==> src/common/vread_pkg.sv <==
package vread_pkg;

   // data bus side
   localparam int BUS_DATA_W = 32;
   localparam int BUS_ADDR_W = 32;

   // log2 of the bytes in one bus word
   localparam int BYTE_SHIFT = 2;

   // one output value is half a bus word
   localparam int DATA_W = 16;

   // buffer word address, top bit picks the ping-pong half
   localparam int BUF_ADDR_W = 8;
   localparam int BUF_WORDS = 2 ** BUF_ADDR_W;

   // output address counts half-words
   localparam int OUT_ADDR_W = BUF_ADDR_W + 1;

   // word count of one transfer, can cover the whole buffer
   localparam int AMOUNT_W = BUF_ADDR_W + 1;

   // burst length in beats
   localparam int LEN_W = 8;

   // longest burst the fetch engine issues
   localparam int BURST_MAX = 16;

   // period and duty of the inner cycle loop
   localparam int PERIOD_W = 6;

   // inner and outer loop counts
   localparam int ITER_W = 8;

   // start delay of the output phase
   localparam int DELAY_W = 5;

endpackage

==> src/common/vread_cfg_if.sv <==
interface vread_cfg_if;

   logic [vread_pkg::BUS_ADDR_W-1:0] ext_addr;
   logic [vread_pkg::AMOUNT_W-1:0]   amount;
   logic                             fetch_en;
   logic                             ping_pong;
   // half being read by the output phase
   logic                             pp_state;

   // output address generator fields
   logic [vread_pkg::OUT_ADDR_W-1:0] start;
   logic [vread_pkg::OUT_ADDR_W-1:0] incr;
   logic [vread_pkg::PERIOD_W-1:0]   per;
   logic [vread_pkg::PERIOD_W-1:0]   duty;
   logic [vread_pkg::ITER_W-1:0]     iter;
   logic [vread_pkg::OUT_ADDR_W-1:0] shift;
   logic [vread_pkg::OUT_ADDR_W-1:0] incr2;
   logic [vread_pkg::ITER_W-1:0]     iter2;
   logic [vread_pkg::DELAY_W-1:0]    delay;

   modport cfg (output ext_addr, amount, fetch_en, ping_pong, pp_state,
                start, incr, per, duty, iter, shift, incr2, iter2, delay);
   modport fetch (input ext_addr, amount, fetch_en, ping_pong);
   modport agen (input ping_pong, start, incr, per, duty, iter, shift, incr2, iter2, delay);

endinterface

==> src/source/vread_config.sv <==
module vread_config (
   input  logic                             clk,
   input  logic                             rst,
   input  logic                             run_i,
   input  logic                             enabled_i,
   input  logic                             ping_pong_i,
   input  logic [vread_pkg::BUS_ADDR_W-1:0] ext_addr_i,
   input  logic [vread_pkg::AMOUNT_W-1:0]   amount_i,
   input  logic [vread_pkg::OUT_ADDR_W-1:0] start_i,
   input  logic [vread_pkg::OUT_ADDR_W-1:0] incr_i,
   input  logic [vread_pkg::PERIOD_W-1:0]   per_i,
   input  logic [vread_pkg::PERIOD_W-1:0]   duty_i,
   input  logic [vread_pkg::ITER_W-1:0]     iter_i,
   input  logic [vread_pkg::OUT_ADDR_W-1:0] shift_i,
   input  logic [vread_pkg::OUT_ADDR_W-1:0] incr2_i,
   input  logic [vread_pkg::ITER_W-1:0]     iter2_i,
   input  logic [vread_pkg::DELAY_W-1:0]    delay_i,
   input  logic                             fetch_done_i,
   input  logic                             agen_done_i,
   output logic                             done_o,
   vread_cfg_if.cfg                         cfg
);

   logic fetch_done_q;
   logic agen_done_q;

   // run state and ping-pong half
   always_ff @(posedge clk or posedge rst) begin
      if (rst) begin
         cfg.fetch_en  <= 1'b0;
         cfg.ping_pong <= 1'b0;
         cfg.pp_state  <= 1'b0;
      end else if (run_i) begin
         cfg.fetch_en  <= enabled_i;
         cfg.ping_pong <= ping_pong_i;
         cfg.pp_state  <= ping_pong_i ? ~cfg.pp_state : 1'b0;
      end
   end

   // address and loop fields, only meaningful after a run
   always_ff @(posedge clk) begin
      if (run_i) begin
         cfg.ext_addr <= ext_addr_i;
         cfg.amount   <= amount_i;
         cfg.start    <= start_i;
         cfg.incr     <= incr_i;
         cfg.per      <= per_i;
         cfg.duty     <= duty_i;
         cfg.iter     <= iter_i;
         cfg.shift    <= shift_i;
         cfg.incr2    <= incr2_i;
         cfg.iter2    <= iter2_i;
         cfg.delay    <= delay_i;
      end
   end

   // sticky done flags, a disabled fetch is done from the start
   always_ff @(posedge clk or posedge rst) begin
      if (rst) begin
         fetch_done_q <= 1'b1;
         agen_done_q  <= 1'b1;
      end else if (run_i) begin
         fetch_done_q <= ~enabled_i;
         agen_done_q  <= 1'b0;
      end else begin
         if (fetch_done_i) fetch_done_q <= 1'b1;
         if (agen_done_i) agen_done_q <= 1'b1;
      end
   end

   assign done_o = fetch_done_q & agen_done_q;

   // a new run only once both engines have finished
   assert property (@(posedge clk) disable iff (rst) run_i |-> done_o);

endmodule

==> src/flat_wrapper.sv <==
// flat-port wrapper written by rule: the top's interface ports become plain ports
module vread_config_flat 
  (clk, rst, run_i, enabled_i, ping_pong_i, ext_addr_i, amount_i, start_i, incr_i, per_i, duty_i, iter_i, shift_i, incr2_i, iter2_i, delay_i, fetch_done_i, agen_done_i, done_o, cfg_ext_addr, cfg_amount, cfg_fetch_en, cfg_ping_pong, cfg_pp_state, cfg_start, cfg_incr, cfg_per, cfg_duty, cfg_iter, cfg_shift, cfg_incr2, cfg_iter2, cfg_delay);
  vread_cfg_if cfg_i ();
  input  logic clk;
  input  logic rst;
  input  logic run_i;
  input  logic enabled_i;
  input  logic ping_pong_i;
  input  logic [vread_pkg::BUS_ADDR_W-1:0] ext_addr_i;
  input  logic [vread_pkg::AMOUNT_W-1:0] amount_i;
  input  logic [vread_pkg::OUT_ADDR_W-1:0] start_i;
  input  logic [vread_pkg::OUT_ADDR_W-1:0] incr_i;
  input  logic [vread_pkg::PERIOD_W-1:0] per_i;
  input  logic [vread_pkg::PERIOD_W-1:0] duty_i;
  input  logic [vread_pkg::ITER_W-1:0] iter_i;
  input  logic [vread_pkg::OUT_ADDR_W-1:0] shift_i;
  input  logic [vread_pkg::OUT_ADDR_W-1:0] incr2_i;
  input  logic [vread_pkg::ITER_W-1:0] iter2_i;
  input  logic [vread_pkg::DELAY_W-1:0] delay_i;
  input  logic fetch_done_i;
  input  logic agen_done_i;
  output logic done_o;
  output wire logic [$bits(cfg_i.ext_addr)-1:0] cfg_ext_addr;
  output wire logic [$bits(cfg_i.amount)-1:0] cfg_amount;
  output wire logic [$bits(cfg_i.fetch_en)-1:0] cfg_fetch_en;
  output wire logic [$bits(cfg_i.ping_pong)-1:0] cfg_ping_pong;
  output wire logic [$bits(cfg_i.pp_state)-1:0] cfg_pp_state;
  output wire logic [$bits(cfg_i.start)-1:0] cfg_start;
  output wire logic [$bits(cfg_i.incr)-1:0] cfg_incr;
  output wire logic [$bits(cfg_i.per)-1:0] cfg_per;
  output wire logic [$bits(cfg_i.duty)-1:0] cfg_duty;
  output wire logic [$bits(cfg_i.iter)-1:0] cfg_iter;
  output wire logic [$bits(cfg_i.shift)-1:0] cfg_shift;
  output wire logic [$bits(cfg_i.incr2)-1:0] cfg_incr2;
  output wire logic [$bits(cfg_i.iter2)-1:0] cfg_iter2;
  output wire logic [$bits(cfg_i.delay)-1:0] cfg_delay;
  assign cfg_ext_addr = cfg_i.ext_addr;
  assign cfg_amount = cfg_i.amount;
  assign cfg_fetch_en = cfg_i.fetch_en;
  assign cfg_ping_pong = cfg_i.ping_pong;
  assign cfg_pp_state = cfg_i.pp_state;
  assign cfg_start = cfg_i.start;
  assign cfg_incr = cfg_i.incr;
  assign cfg_per = cfg_i.per;
  assign cfg_duty = cfg_i.duty;
  assign cfg_iter = cfg_i.iter;
  assign cfg_shift = cfg_i.shift;
  assign cfg_incr2 = cfg_i.incr2;
  assign cfg_iter2 = cfg_i.iter2;
  assign cfg_delay = cfg_i.delay;
  vread_config u_core (.clk(clk), .rst(rst), .run_i(run_i), .enabled_i(enabled_i), .ping_pong_i(ping_pong_i), .ext_addr_i(ext_addr_i), .amount_i(amount_i), .start_i(start_i), .incr_i(incr_i), .per_i(per_i), .duty_i(duty_i), .iter_i(iter_i), .shift_i(shift_i), .incr2_i(incr2_i), .iter2_i(iter2_i), .delay_i(delay_i), .fetch_done_i(fetch_done_i), .agen_done_i(agen_done_i), .done_o(done_o), .cfg(cfg_i));
endmodule
==> config.mk <==
export PLATFORM = sky130hd
export DESIGN_NAME = vread_config_flat
export DESIGN_NICKNAME = d
export VERILOG_FILES = /design/src/common/vread_pkg.sv /design/src/common/vread_cfg_if.sv /design/src/source/vread_config.sv /design/src/flat_wrapper.sv
export SDC_FILE = /design/constraint.sdc
export NUM_CORES = 1
export LEC_CHECK = 0
export BUFFER_PORTS_ARGS = -buffer_cell sky130_fd_sc_hd__buf_4
export CELL_PAD_IN_SITES_DETAIL_PLACEMENT = 0
export CELL_PAD_IN_SITES_GLOBAL_PLACEMENT = 1
export CORE_MARGIN = 4
export CORE_UTILIZATION = 23
export CTS_CLUSTER_SIZE = 8
export DETAILED_ROUTE_END_ITERATION = 12
export GPL_TIMING_DRIVEN = 0
export PLACE_DENSITY = 0.57
export SYNTH_ARGS = -nofsm -noshare
export SYNTH_HDL_FRONTEND = slang
export SYNTH_SLANG_ARGS = --single-unit
export TNS_END_PERCENT = 20
==> constraint.sdc <==
create_clock -name clk -period 1.3 [get_ports clk]
set_input_delay 0.065 -clock clk [delete_from_list [all_inputs] [get_ports clk]]
set_output_delay 0.065 -clock clk [all_outputs]
set_load 0.01 [all_outputs]
==> results of run 1 <==
[cells in the mapped netlist (all sizes together)]
library cell / instances
inv: 2
mux2: 1
mux2i: 1
nor2: 2
o21ai: 1
dfrtp: 3
and2: 1
edfxtp: 110
nand2: 1
nor3: 1
dfstp: 2
a21oi: 1
[cells by family after synthesis]
group	Yosys count	synth area share [%]
compound gates	2	0.286
buf+inv	2	0.215
mux	2	0.716
flops	115	98.1
simple gates	5	0.644
[stage by stage]
step / TNS, ps / worst slack [ps] / area, µm² / utilization (%)
floorplan: 0 / 521 / 3500 / -
detailed placement: -37540 / -400 / 5450 / 37.1
global placement: -32730 / -350 / 5450 / 37.1
==> impl_metrics.json, run 1 <==
{
  "status": "stopped before the end",
  "haltStage": "4_1_cts",
  "tool.error": "[ERROR RSZ-0060] Max buffer count reached.",
  "cts_resized": 0,
  "holdBufCountCts": 115,
  "ys_ff_latch": 115,
  "seq_area_frac_synth_pct": 98.1,
  "synth_top_area_share_pct": 94.5,
  "syn_area_um2": 3500,
  "yosys.area.top_type": "edfxtp_1",
  "cts_setup_buffers": 0,
  "fp.dieH_um": 131,
  "start_util_pct": 23.8,
  "rows": 44,
  "synth_fp_nets": 243,
  "cts.sinks": 115,
  "place_congestion": 0.687,
  "ioPinCount": 231,
  "htreeDepth": 4,
  "cts-root-buf": "clkbuf_16",
  "synth_area_leaders": "edfxtp_1 94%, dfrtp_1 2.1%, dfstp_2 1.5%",
  "avgSynthCellArea_um2": 27.7,
  "syn_inst": 126,
  "cts_made_buffers": 17,
  "io_buffers": 230,
  "hpwl_um": 6680,
  "cts.path.max_buffers": 2,
  "fp.dieW_um": 131,
  "synth_cell_types": 12,
  "ys_warn_count": 0,
  "numPlacedInstances": 540
}
==> run 2, diff against run 1 <==
Settings changed: CELL_PAD_IN_SITES_DETAIL_PLACEMENT 0 to not set, CELL_PAD_IN_SITES_GLOBAL_PLACEMENT 1 to not set, CORE_UTILIZATION 23 to 20, CTS_CLUSTER_SIZE 8 to not set, PLACE_DENSITY 0.57 to not set, PLACE_DENSITY_LB_ADDON set to 0.15.
==> run 2 against run 1 <==
Net effect: the run now ends clean; synthesized area did not move; synthesized cell count stayed put.
==> impl_metrics.json, run 2 <==
{
  "ys_ff_latch": 115,
  "fp.dieH_um": 140,
  "synth_area_leaders": "edfxtp_1 94%, dfrtp_1 2.1%, dfstp_2 1.5%",
  "start_util_pct": 20.3,
  "crit_path_end": "done_o",
  "layout_common_cells": "230 x buf_4, 115 x dlygate4sd3_1, 110 x edfxtp_1, 17 x clkbuf_16",
  "place_congestion": 0.681,
  "dieArea_um2": 19700,
  "final_area_um2": 7270,
  "pwr-share-comb_pct": 12.0,
  "cp-start-kind": "flip-flop",
  "internal_power_mw": 8.18,
  "clk_latency_ps": 400,
  "swShare_pct": 21.1,
  "vias": 2606,
  "diodes": 0,
  "fin_crit_sh_pct": 95.6,
  "cp_max_fo": 2,
  "crit_start": "u_core.agen_done_q",
  "cts_resized": 0,
  "max_freq_mhz": 805,
  "ioPinCount": 231,
  "ff2ff_path_depth": 2,
  "setup_viol_count_final": 0,
  "timing.rr.end": "u_core.fetch_done_q",
  "firstDrtPassIters": 4,
  "yosys.area.top_type": "edfxtp_1",
  "hold_viol": 0,
  "hold_ws_ps": 134,
  "grt_overflow": 0,
  "synth_fp_nets": 243,
  "route.detailed.drc": 0,
  "drive_gt1_share_pct": 52.0,
  "irDropWorstVdd_mv": 0.783,
  "crit_path_end_kind": "primary output",
  "hold_path.class": "input pin to asynchronous set/reset pin",
  "synthArstFlopShare_pct": 4.35,
  "syn2layout_area_growth_pct": 108,
  "grt_pass1_vias": 2977,
  "cts.path.max_buffers": 2,
  "max_slew.worst_pin.slew_ps": 875,
  "nets": 608,
  "final_common_cell": "buf_4",
  "routed_via_density": 3.57,
  "grt_use_total_pct": 10.8,
  "ys_warn_count": 0,
  "core_area_um2": 17200,
  "p_leak_nw": 3.05,
  "post-route-util_pct": 42.2,
  "cp.arrival_ps": 1180,
  "holdBufCountCts": 115,
  "clk_pin_slew_ps": 60,
  "largest-register": "u_core.cfg.ext_addr",
  "htreeDepth": 4,
  "hpwl_um": 7480,
  "tritoncts": "built",
  "fin_skew_ps": 0,
  "slew_viol_final": 0,
  "cts.sinks": 115,
  "routed_wl_um": 10500,
  "synth_cell_types": 12,
  "slew_headroom_pct": 41.6,
  "multi_input_area_um2": 57.6,
  "grt_pass1_wl_um": 16000,
  "drt_iter0_drc": 55,
  "placed_area_um2": 5530,
  "seq_power_share_pct": 43.2,
  "synth_top_area_share_pct": 94.5,
  "power_frac_clock_pct": 44.8,
  "path_class": "flip-flop to primary output",
  "r2r-start": "u_core.fetch_done_q",
  "r2r_setup_slack_ps": 540,
  "power.switching_mw": 2.19,
  "avgSynthCellArea_um2": 27.7,
  "syn_area_um2": 3500,
  "fp.dieW_um": 140,
  "grt_setup_unrepaired": "no",
  "io_buffers": 230,
  "yosys.cell_count.top_type": "edfxtp_1",
  "largest_reg_flops": 32,
  "cts_setup_buffers": 0,
  "routedWlPerCell_um": 14.4,
  "worst_ep_required_time_ps": 1240,
  "cts-root-buf": "clkbuf_16",
  "rows": 48,
  "grt_max_degree": 68,
  "period_needed_ps": 1240,
  "status": "completed",
  "cts_made_buffers": 17,
  "power_density_nw_per_um2": 1430,
  "ff_latch_area_um2": 3430,
  "antenna_found_initial": 0,
  "final_antenna_net_count": 0,
  "max_cap_violations": 0,
  "seq_area_frac_synth_pct": 98.1,
  "final.fill_count": 1569,
  "synthTopCellsByCount": "110 x edfxtp_1, 3 x dfrtp_1, 2 x dfstp_2, 2 x inv_1, 2 x nor2_1",
  "synth_edf_count": 110,
  "power.total_mw": 10.4,
  "syn_inst": 126,
  "ys.flop_type": "edfxtp_1"
}
## run 2: power by group through the flow
stage	logic (mW)	clock network, mW	registers, mW
after floorplan	0.0194	0	4.71
after global placement	0.979	0	4.55
after detailed placement	0.989	0	4.55
after CTS	1.28	4.82	4.48
after global routing	1.34	5.00	4.51
final	1.25	4.65	4.48
## run 2: how the worst min path moves through the flow
stage          startpoint                    to  slack [ps]  cells past startpoint
3_5_place_dp          rst   u_core.cfg.fetch_en         -10                      2
5_1_grt               rst  u_core.cfg.ping_pong         150                      3
6_report              rst  u_core.cfg.ping_pong         130                      3
4_1_cts               rst  u_core.cfg.ping_pong         100                      3
2_1_floorplan         rst   u_core.cfg.fetch_en        -160                      1
3_3_place_gp          rst   u_core.cfg.fetch_en         -20                      2
## run 2: kinds of logic after synthesis
logic type / Yosys count / share of synthesized area (%)
DFF: 115 / 98.1
buffers and inverters: 2 / 0.215
muxes: 2 / 0.716
AOI/OAI and AO/OA: 2 / 0.286
and+or+nand+nor: 5 / 0.644
## run 2: cell type report
class                           count  area share (%)
Clock buffer                       18            5.90
Clock inverter                     14            2.22
Inverter                            2           0.103
Multi-Input combinational cell      9           0.791
Sequential cell                   115            47.2
Tap cell                          225            3.87
Timing Repair Buffer              346            39.9
## run 2: per-layer routing
layer	global-route usage [%]	routed length, µm	vias to the layer above
li1	-	-	1240
met1	11.0	3790	1207
met2	18.0	5340	141
met3	6.08	1120	18
met4	4.90	233	0
met5	0	0	-
## run 2: critical path, cell delays in order, from the launching register on
cell and delay [ps]:
dfstp_2 530, and2_1 120, buf_4 120
## run 2: through the flow
| stage | std cells | worst slack, ps | setup TNS [ps] |
|---|---|---|---|
| finish | 729 | 57.4 | 0 |
| global route | 729 | 3.05 | 0 |
| floorplan | 126 | 521 | 0 |
| global placement | 581 | -380 | -34880 |
| detailed placement | 582 | -279 | -7490 |
| CTS | 729 | 26.6 | 0 |
Power figures use the tool's default switching activity.
==> run 3, diff against run 2 <==
Settings changed: SETUP_SLACK_MARGIN set to 0.05.
Clock period 1.3 ns to 1.05 ns, I/O delays scaled along.
==> run 3 against run 2 <==
Net effect: utilization is 2.5 points higher; critical path type unchanged; non-clock buffer count is 1 higher; clock power is 24% higher; worst setup slack worse by 230 ps; cell count grew 0.14%; largest cell class unchanged; first-iteration DRC count down 20%; the run now ends with setup timing left; design area grew 5.9%; global-route usage is 0.28 points higher; worst hold slack got worse by 31 ps; via count is 0.65% higher.
==> impl_metrics.json, run 3 (synthesis results as in run 2) <==
{
  "rows": 48,
  "grt_pass1_wl_um": 16400,
  "placed_area_um2": 5530,
  "final_area_um2": 7700,
  "core_area_um2": 17200,
  "vias": 2623,
  "start_util_pct": 20.3,
  "met3_length_um": 1280,
  "grt_max_degree": 68,
  "ioPinCount": 231,
  "cts-root-buf": "clkbuf_16",
  "largest-register": "u_core.cfg.ext_addr",
  "slew_viol_final": 0,
  "top_layer_used": "met4",
  "worst_ep_required_time_ps": 1000,
  "hold_viol": 0,
  "layout_common_cells": "119 x buf_4, 115 x dlygate4sd3_1, 112 x buf_6, 110 x edfxtp_1, 17 x clkbuf_16",
  "fp.dieH_um": 140,
  "path_class": "flip-flop to primary output",
  "power.switching_mw": 2.80,
  "power_frac_clock_pct": 43.9,
  "max_slew.worst_pin.slew_ps": 637,
  "drt_iter0_drc": 44,
  "cp-start-kind": "flip-flop",
  "p_leak_nw": 3.20,
  "final_common_cell": "buf_4",
  "routedWlPerCell_um": 14.7,
  "status": "complete, but fails checks",
  "io_buffers": 230,
  "cp.arrival_ps": 1170,
  "slew_headroom_pct": 57.6,
  "cts.path.max_buffers": 2,
  "nets": 609,
  "largest_reg_flops": 32,
  "timing.final.ws_setup_ps": -172,
  "setup-tns-final_ps": -172,
  "grt_overflow": 0,
  "diodes": 0,
  "swShare_pct": 21.3,
  "tritoncts": "built",
  "routed_via_density": 3.59,
  "dieArea_um2": 19700,
  "route.detailed.drc": 0,
  "grt_use_total_pct": 11.1,
  "antenna_found_initial": 0,
  "setup_viol_count_final": 1,
  "crit_path_end_kind": "primary output",
  "period_needed_ps": 1220,
  "firstDrtPassIters": 4,
  "place_congestion": 0.681,
  "cp_max_fo": 2,
  "cts_made_buffers": 17,
  "final_antenna_net_count": 0,
  "wl_met1_um": 3640,
  "drive_gt1_share_pct": 52.3,
  "clk_pin_slew_ps": 60,
  "hold_ws_ps": 103,
  "htreeDepth": 4,
  "power_density_nw_per_um2": 1710,
  "max_freq_mhz": 818,
  "hpwl_um": 7480,
  "seq_power_share_pct": 42.7,
  "irDropWorstVdd_mv": 0.980,
  "hold_path.class": "input pin to asynchronous set/reset pin",
  "failed_checks": "setup timing",
  "internal_power_mw": 10.3,
  "grt_setup_unrepaired": "yes",
  "clk_latency_ps": 400,
  "fin_crit_sh_pct": 116,
  "pwr-share-comb_pct": 13.4,
  "max_cap_violations": 0,
  "routed-wl-met2_um": 5620,
  "grt_pass1_vias": 3051,
  "routed_wl_um": 10700,
  "fin_skew_ps": 0,
  "syn2layout_area_growth_pct": 120,
  "cts.sinks": 115,
  "fp.dieW_um": 140
}
## run 3: stage by stage
step | worst slack [ps] | util (%) | std cells | power [mW]
finish | -172 | 44.7 | 730 | 13.1
global route | -218 | 44.7 | 730 | 13.7
CTS | -200 | 43.8 | 730 | 13.3
detailed placement | -517 | 32.1 | 582 | 6.86
global placement | -617 | 31.9 | 581 | 6.85
floorplan | 271 | - | 126 | 5.85
## run 3: cell type report
class	count	area, µm²
Inverter	2	7.51
Fill cell	1535	9530
Clock inverter	14	161
Tap cell	225	282
Timing Repair Buffer	347	3330
Clock buffer	18	429
Multi-Input combinational cell	9	60.1
Sequential cell	115	3430
## run 3: power by group through the flow
stage / sequential (mW) / clock [mW] / combinational [mW]
3_3_place_gp: 5.63 / 0 / 1.21
2_1_floorplan: 5.83 / 0 / 0.0240
6_report: 5.62 / 5.76 / 1.76
4_1_cts: 5.59 / 5.97 / 1.72
5_1_grt: 5.65 / 6.20 / 1.88
3_5_place_dp: 5.64 / 0 / 1.22
## run 3: layer usage
layer,vias up,global-route usage (%)
li1,1242,-
met3,14,6.56
met1,1230,11.1
met4,0,4.64
met5,-,0
met2,137,18.7
## run 3: what timing repair did
item	CTS	global route
setup buffers	1	0
gates cloned	0	0
resized for setup	73	40
hold buffers	115	0
endpoints found under the hold margin	120	0
endpoints found under the setup margin	84	110
pin swaps	1	0
## run 3: path summary, 6_finish.rpt
kind	from	endpoint	slack, ps	cells past startpoint
worst max register to register	u_core.cfg.fetch_en	u_core.cfg.fetch_en	280	1
min in group clk	run_i	u_core.cfg.duty[1]	150	1
max in group asynchronous	rst	u_core.agen_done_q	700	3
worst min-delay path	rst	u_core.cfg.ping_pong	100	3
worst min register to register	u_core.agen_done_q	u_core.agen_done_q	500	2
worst max-delay path	u_core.fetch_done_q	done_o	-170	2
## run 3: critical path: stages (launching register included)
cell	delay [ps]
dfstp_2	530
and2_4	140
buf_6	100
==> run 4, diff against run 3 <==
Settings changed: ABC_AREA set to 1, CTS_CLUSTER_DIAMETER set to 40.
==> run 4 against run 3 <==
Net effect: worst hold slack improved by 13 ps; largest cell class unchanged; count of clock-buffer cells in the layout unchanged; non-clock buffer count fell by 1; sequential cell count unchanged; register-to-register slack is essentially flat; the run still ends with setup timing left; synthesized cell count rose by 5.6%; cell count is 0.96% higher; synthesized area is 0.25% higher; design area fell by 0.44%; combinational power is essentially flat; clock power grew 2%; via count rose by 1.2%.
==> impl_metrics.json, run 4 <==
{
  "failed_checks": "setup timing",
  "tritoncts": "built",
  "yosys.area.top_type": "edfxtp_1",
  "worst_ep_required_time_ps": 1000,
  "grt_setup_unrepaired": "yes",
  "nets": 615,
  "internal_power_mw": 10.4,
  "final_common_cell": "buf_4",
  "synth_area_leaders": "edfxtp_1 94%, dfrtp_1 2.1%, dfstp_2 1.5%",
  "hpwl_um": 7280,
  "placed_area_um2": 5510,
  "synth_edf_count": 110,
  "cts_made_buffers": 17,
  "synth_xor_xnor_area_share_pct": 0,
  "ys_ff_latch": 115,
  "fp.dieH_um": 140,
  "routedWlPerCell_um": 14.7,
  "largest-register": "u_core.cfg.ext_addr",
  "cp_max_fo": 2,
  "cp.arrival_ps": 1110,
  "seq_area_frac_synth_pct": 97.9,
  "slew_viol_final": 0,
  "timing.final.ws_setup_ps": -117,
  "grt_pass1_vias": 3011,
  "max_cap_violations": 0,
  "synth_cell_types": 8,
  "drive_gt1_share_pct": 52.3,
  "max_slew.worst_pin.slew_ps": 926,
  "avgSynthCellArea_um2": 26.4,
  "routed_via_density": 3.60,
  "route.detailed.drc": 0,
  "largest_reg_flops": 32,
  "synth_fa_ha_area_share_pct": 0,
  "power.switching_mw": 2.88,
  "synth_top_family_by_area": "simple AND/OR/NAND/NOR gates",
  "final_antenna_net_count": 0,
  "clk_pin_slew_ps": 50,
  "period_needed_ps": 1170,
  "power_frac_clock_pct": 44.5,
  "fin_crit_sh_pct": 111,
  "antenna_found_initial": 2,
  "swShare_pct": 21.8,
  "yosys.cell_count.top_type": "edfxtp_1",
  "vias": 2654,
  "max_freq_mhz": 857,
  "fin_skew_ps": 0,
  "cts.sinks": 115,
  "hold_ws_ps": 116,
  "synth_fp_nets": 250,
  "synth_top_area_share_pct": 94.3,
  "hold_viol": 0,
  "grt_max_degree": 117,
  "ff2ff_path_depth": 3,
  "drt_iter0_drc": 106,
  "power_density_nw_per_um2": 1730,
  "seq_power_share_pct": 42.4,
  "layout_common_cells": "129 x buf_4, 115 x dlygate4sd3_1, 110 x edfxtp_1, 101 x buf_6, 17 x clkbuf_16",
  "routed_wl_um": 10800,
  "yosys.area_share.simple_pct": 1.39,
  "p_leak_nw": 3.19,
  "status": "complete, but fails checks",
  "pwr-share-comb_pct": 13.1,
  "grt_use_total_pct": 10.9,
  "path_class": "flip-flop to primary output",
  "hold_path.class": "input pin to asynchronous set/reset pin",
  "ioPinCount": 231,
  "slew_headroom_pct": 38.3,
  "syn_area_um2": 3500,
  "place_congestion": 0.697,
  "htreeDepth": 4,
  "io_buffers": 230,
  "irDropWorstVdd_mv": 0.999,
  "final_area_um2": 7670,
  "firstDrtPassIters": 4,
  "start_util_pct": 20.3,
  "syn2layout_area_growth_pct": 119,
  "cp-start-kind": "flip-flop",
  "setup-tns-final_ps": -117,
  "cts-root-buf": "clkbuf_16",
  "crit_path_end_kind": "primary output",
  "synth-compound-area-share_pct": 0.393,
  "setup_viol_count_final": 1,
  "cts.path.max_buffers": 2,
  "rows": 48,
  "dp_worst_setup_slack_ps": -685,
  "synthTopCellsByCount": "110 x edfxtp_1, 10 x nand2_1, 3 x dfrtp_1, 3 x inv_1, 3 x nor2_1",
  "ys.flop_type": "edfxtp_1",
  "grt_pass1_wl_um": 16300,
  "dieArea_um2": 19700,
  "synthArstFlopShare_pct": 4.35,
  "ys_warn_count": 0,
  "syn_inst": 133,
  "grt_overflow": 0,
  "core_area_um2": 17200,
  "synthMuxAreaShare_pct": 0,
  "clk_latency_ps": 390,
  "fp.dieW_um": 140,
  "power.total_mw": 13.2
}
[run 4: kinds of logic after synthesis]
group | after synthesis
compound gates | 2
buf+inv | 3
flops | 115
simple gates | 13
[run 4: path summary, 6_finish.rpt]
kind | end | startpoint | slack, ps
max | done_o | u_core.fetch_done_q | -120
min | u_core.cfg.fetch_en | rst | 120
max reg2reg | u_core.cfg.pp_state | u_core.cfg.pp_state | 280
min reg2reg | u_core.fetch_done_q | u_core.fetch_done_q | 490
max in group asynchronous | u_core.fetch_done_q | rst | 690
min in group clk | u_core.cfg.ext_addr[23] | ext_addr_i[23] | 370
[run 4: cell type report]
type                            count  area [µm²]
Timing Repair Buffer              346        3270
Inverter                            3        11.3
Clock buffer                       18         429
Fill cell                        1502        9570
Sequential cell                   115        3430
Multi-Input combinational cell     15        65.1
Antenna cell                        1        2.50
Tap cell                          225         282
Clock inverter                     14         179
[run 4: what timing repair did]
item,CTS,global route
endpoints found under the setup margin,142,105
buffers inserted,0,1
hold endpoints to repair,120,0
hold buffers,115,0
resized for setup,28,77
pin swaps,1,0
[run 4: critical path, stage by stage (launching register included)]
cell     delay, ps
dfstp_2        540
nand2_2         50
inv_2           40
buf_6           90
[run 4: power groups by stage]
| stage | logic (mW) | registers (mW) | clock network [mW] |
|---|---|---|---|
| floorplan | 0.0259 | 5.83 | 0 |
| global placement | 1.22 | 5.63 | 0 |
| detailed placement | 1.22 | 5.64 | 0 |
| CTS | 1.62 | 5.57 | 6.04 |
| global route | 1.86 | 5.65 | 6.29 |
| finish | 1.74 | 5.61 | 5.89 |
[run 4: per-layer routing]
layer | GRT usage [%] | vias up | routed length [µm]
met5 | 0 | - | 13
met4 | 3.47 | 2 | 133
met3 | 7.92 | 10 | 1570
met2 | 17.3 | 145 | 5330
met1 | 11.4 | 1242 | 3790
li1 | - | 1255 | -
[run 4: per-stage QoR]
step	cells	util [%]
final	737	44.5
after global routing	736	44.5
after CTS	735	42.8
after detailed placement	588	32.0
after global placement	588	32.0
after floorplan	133	-
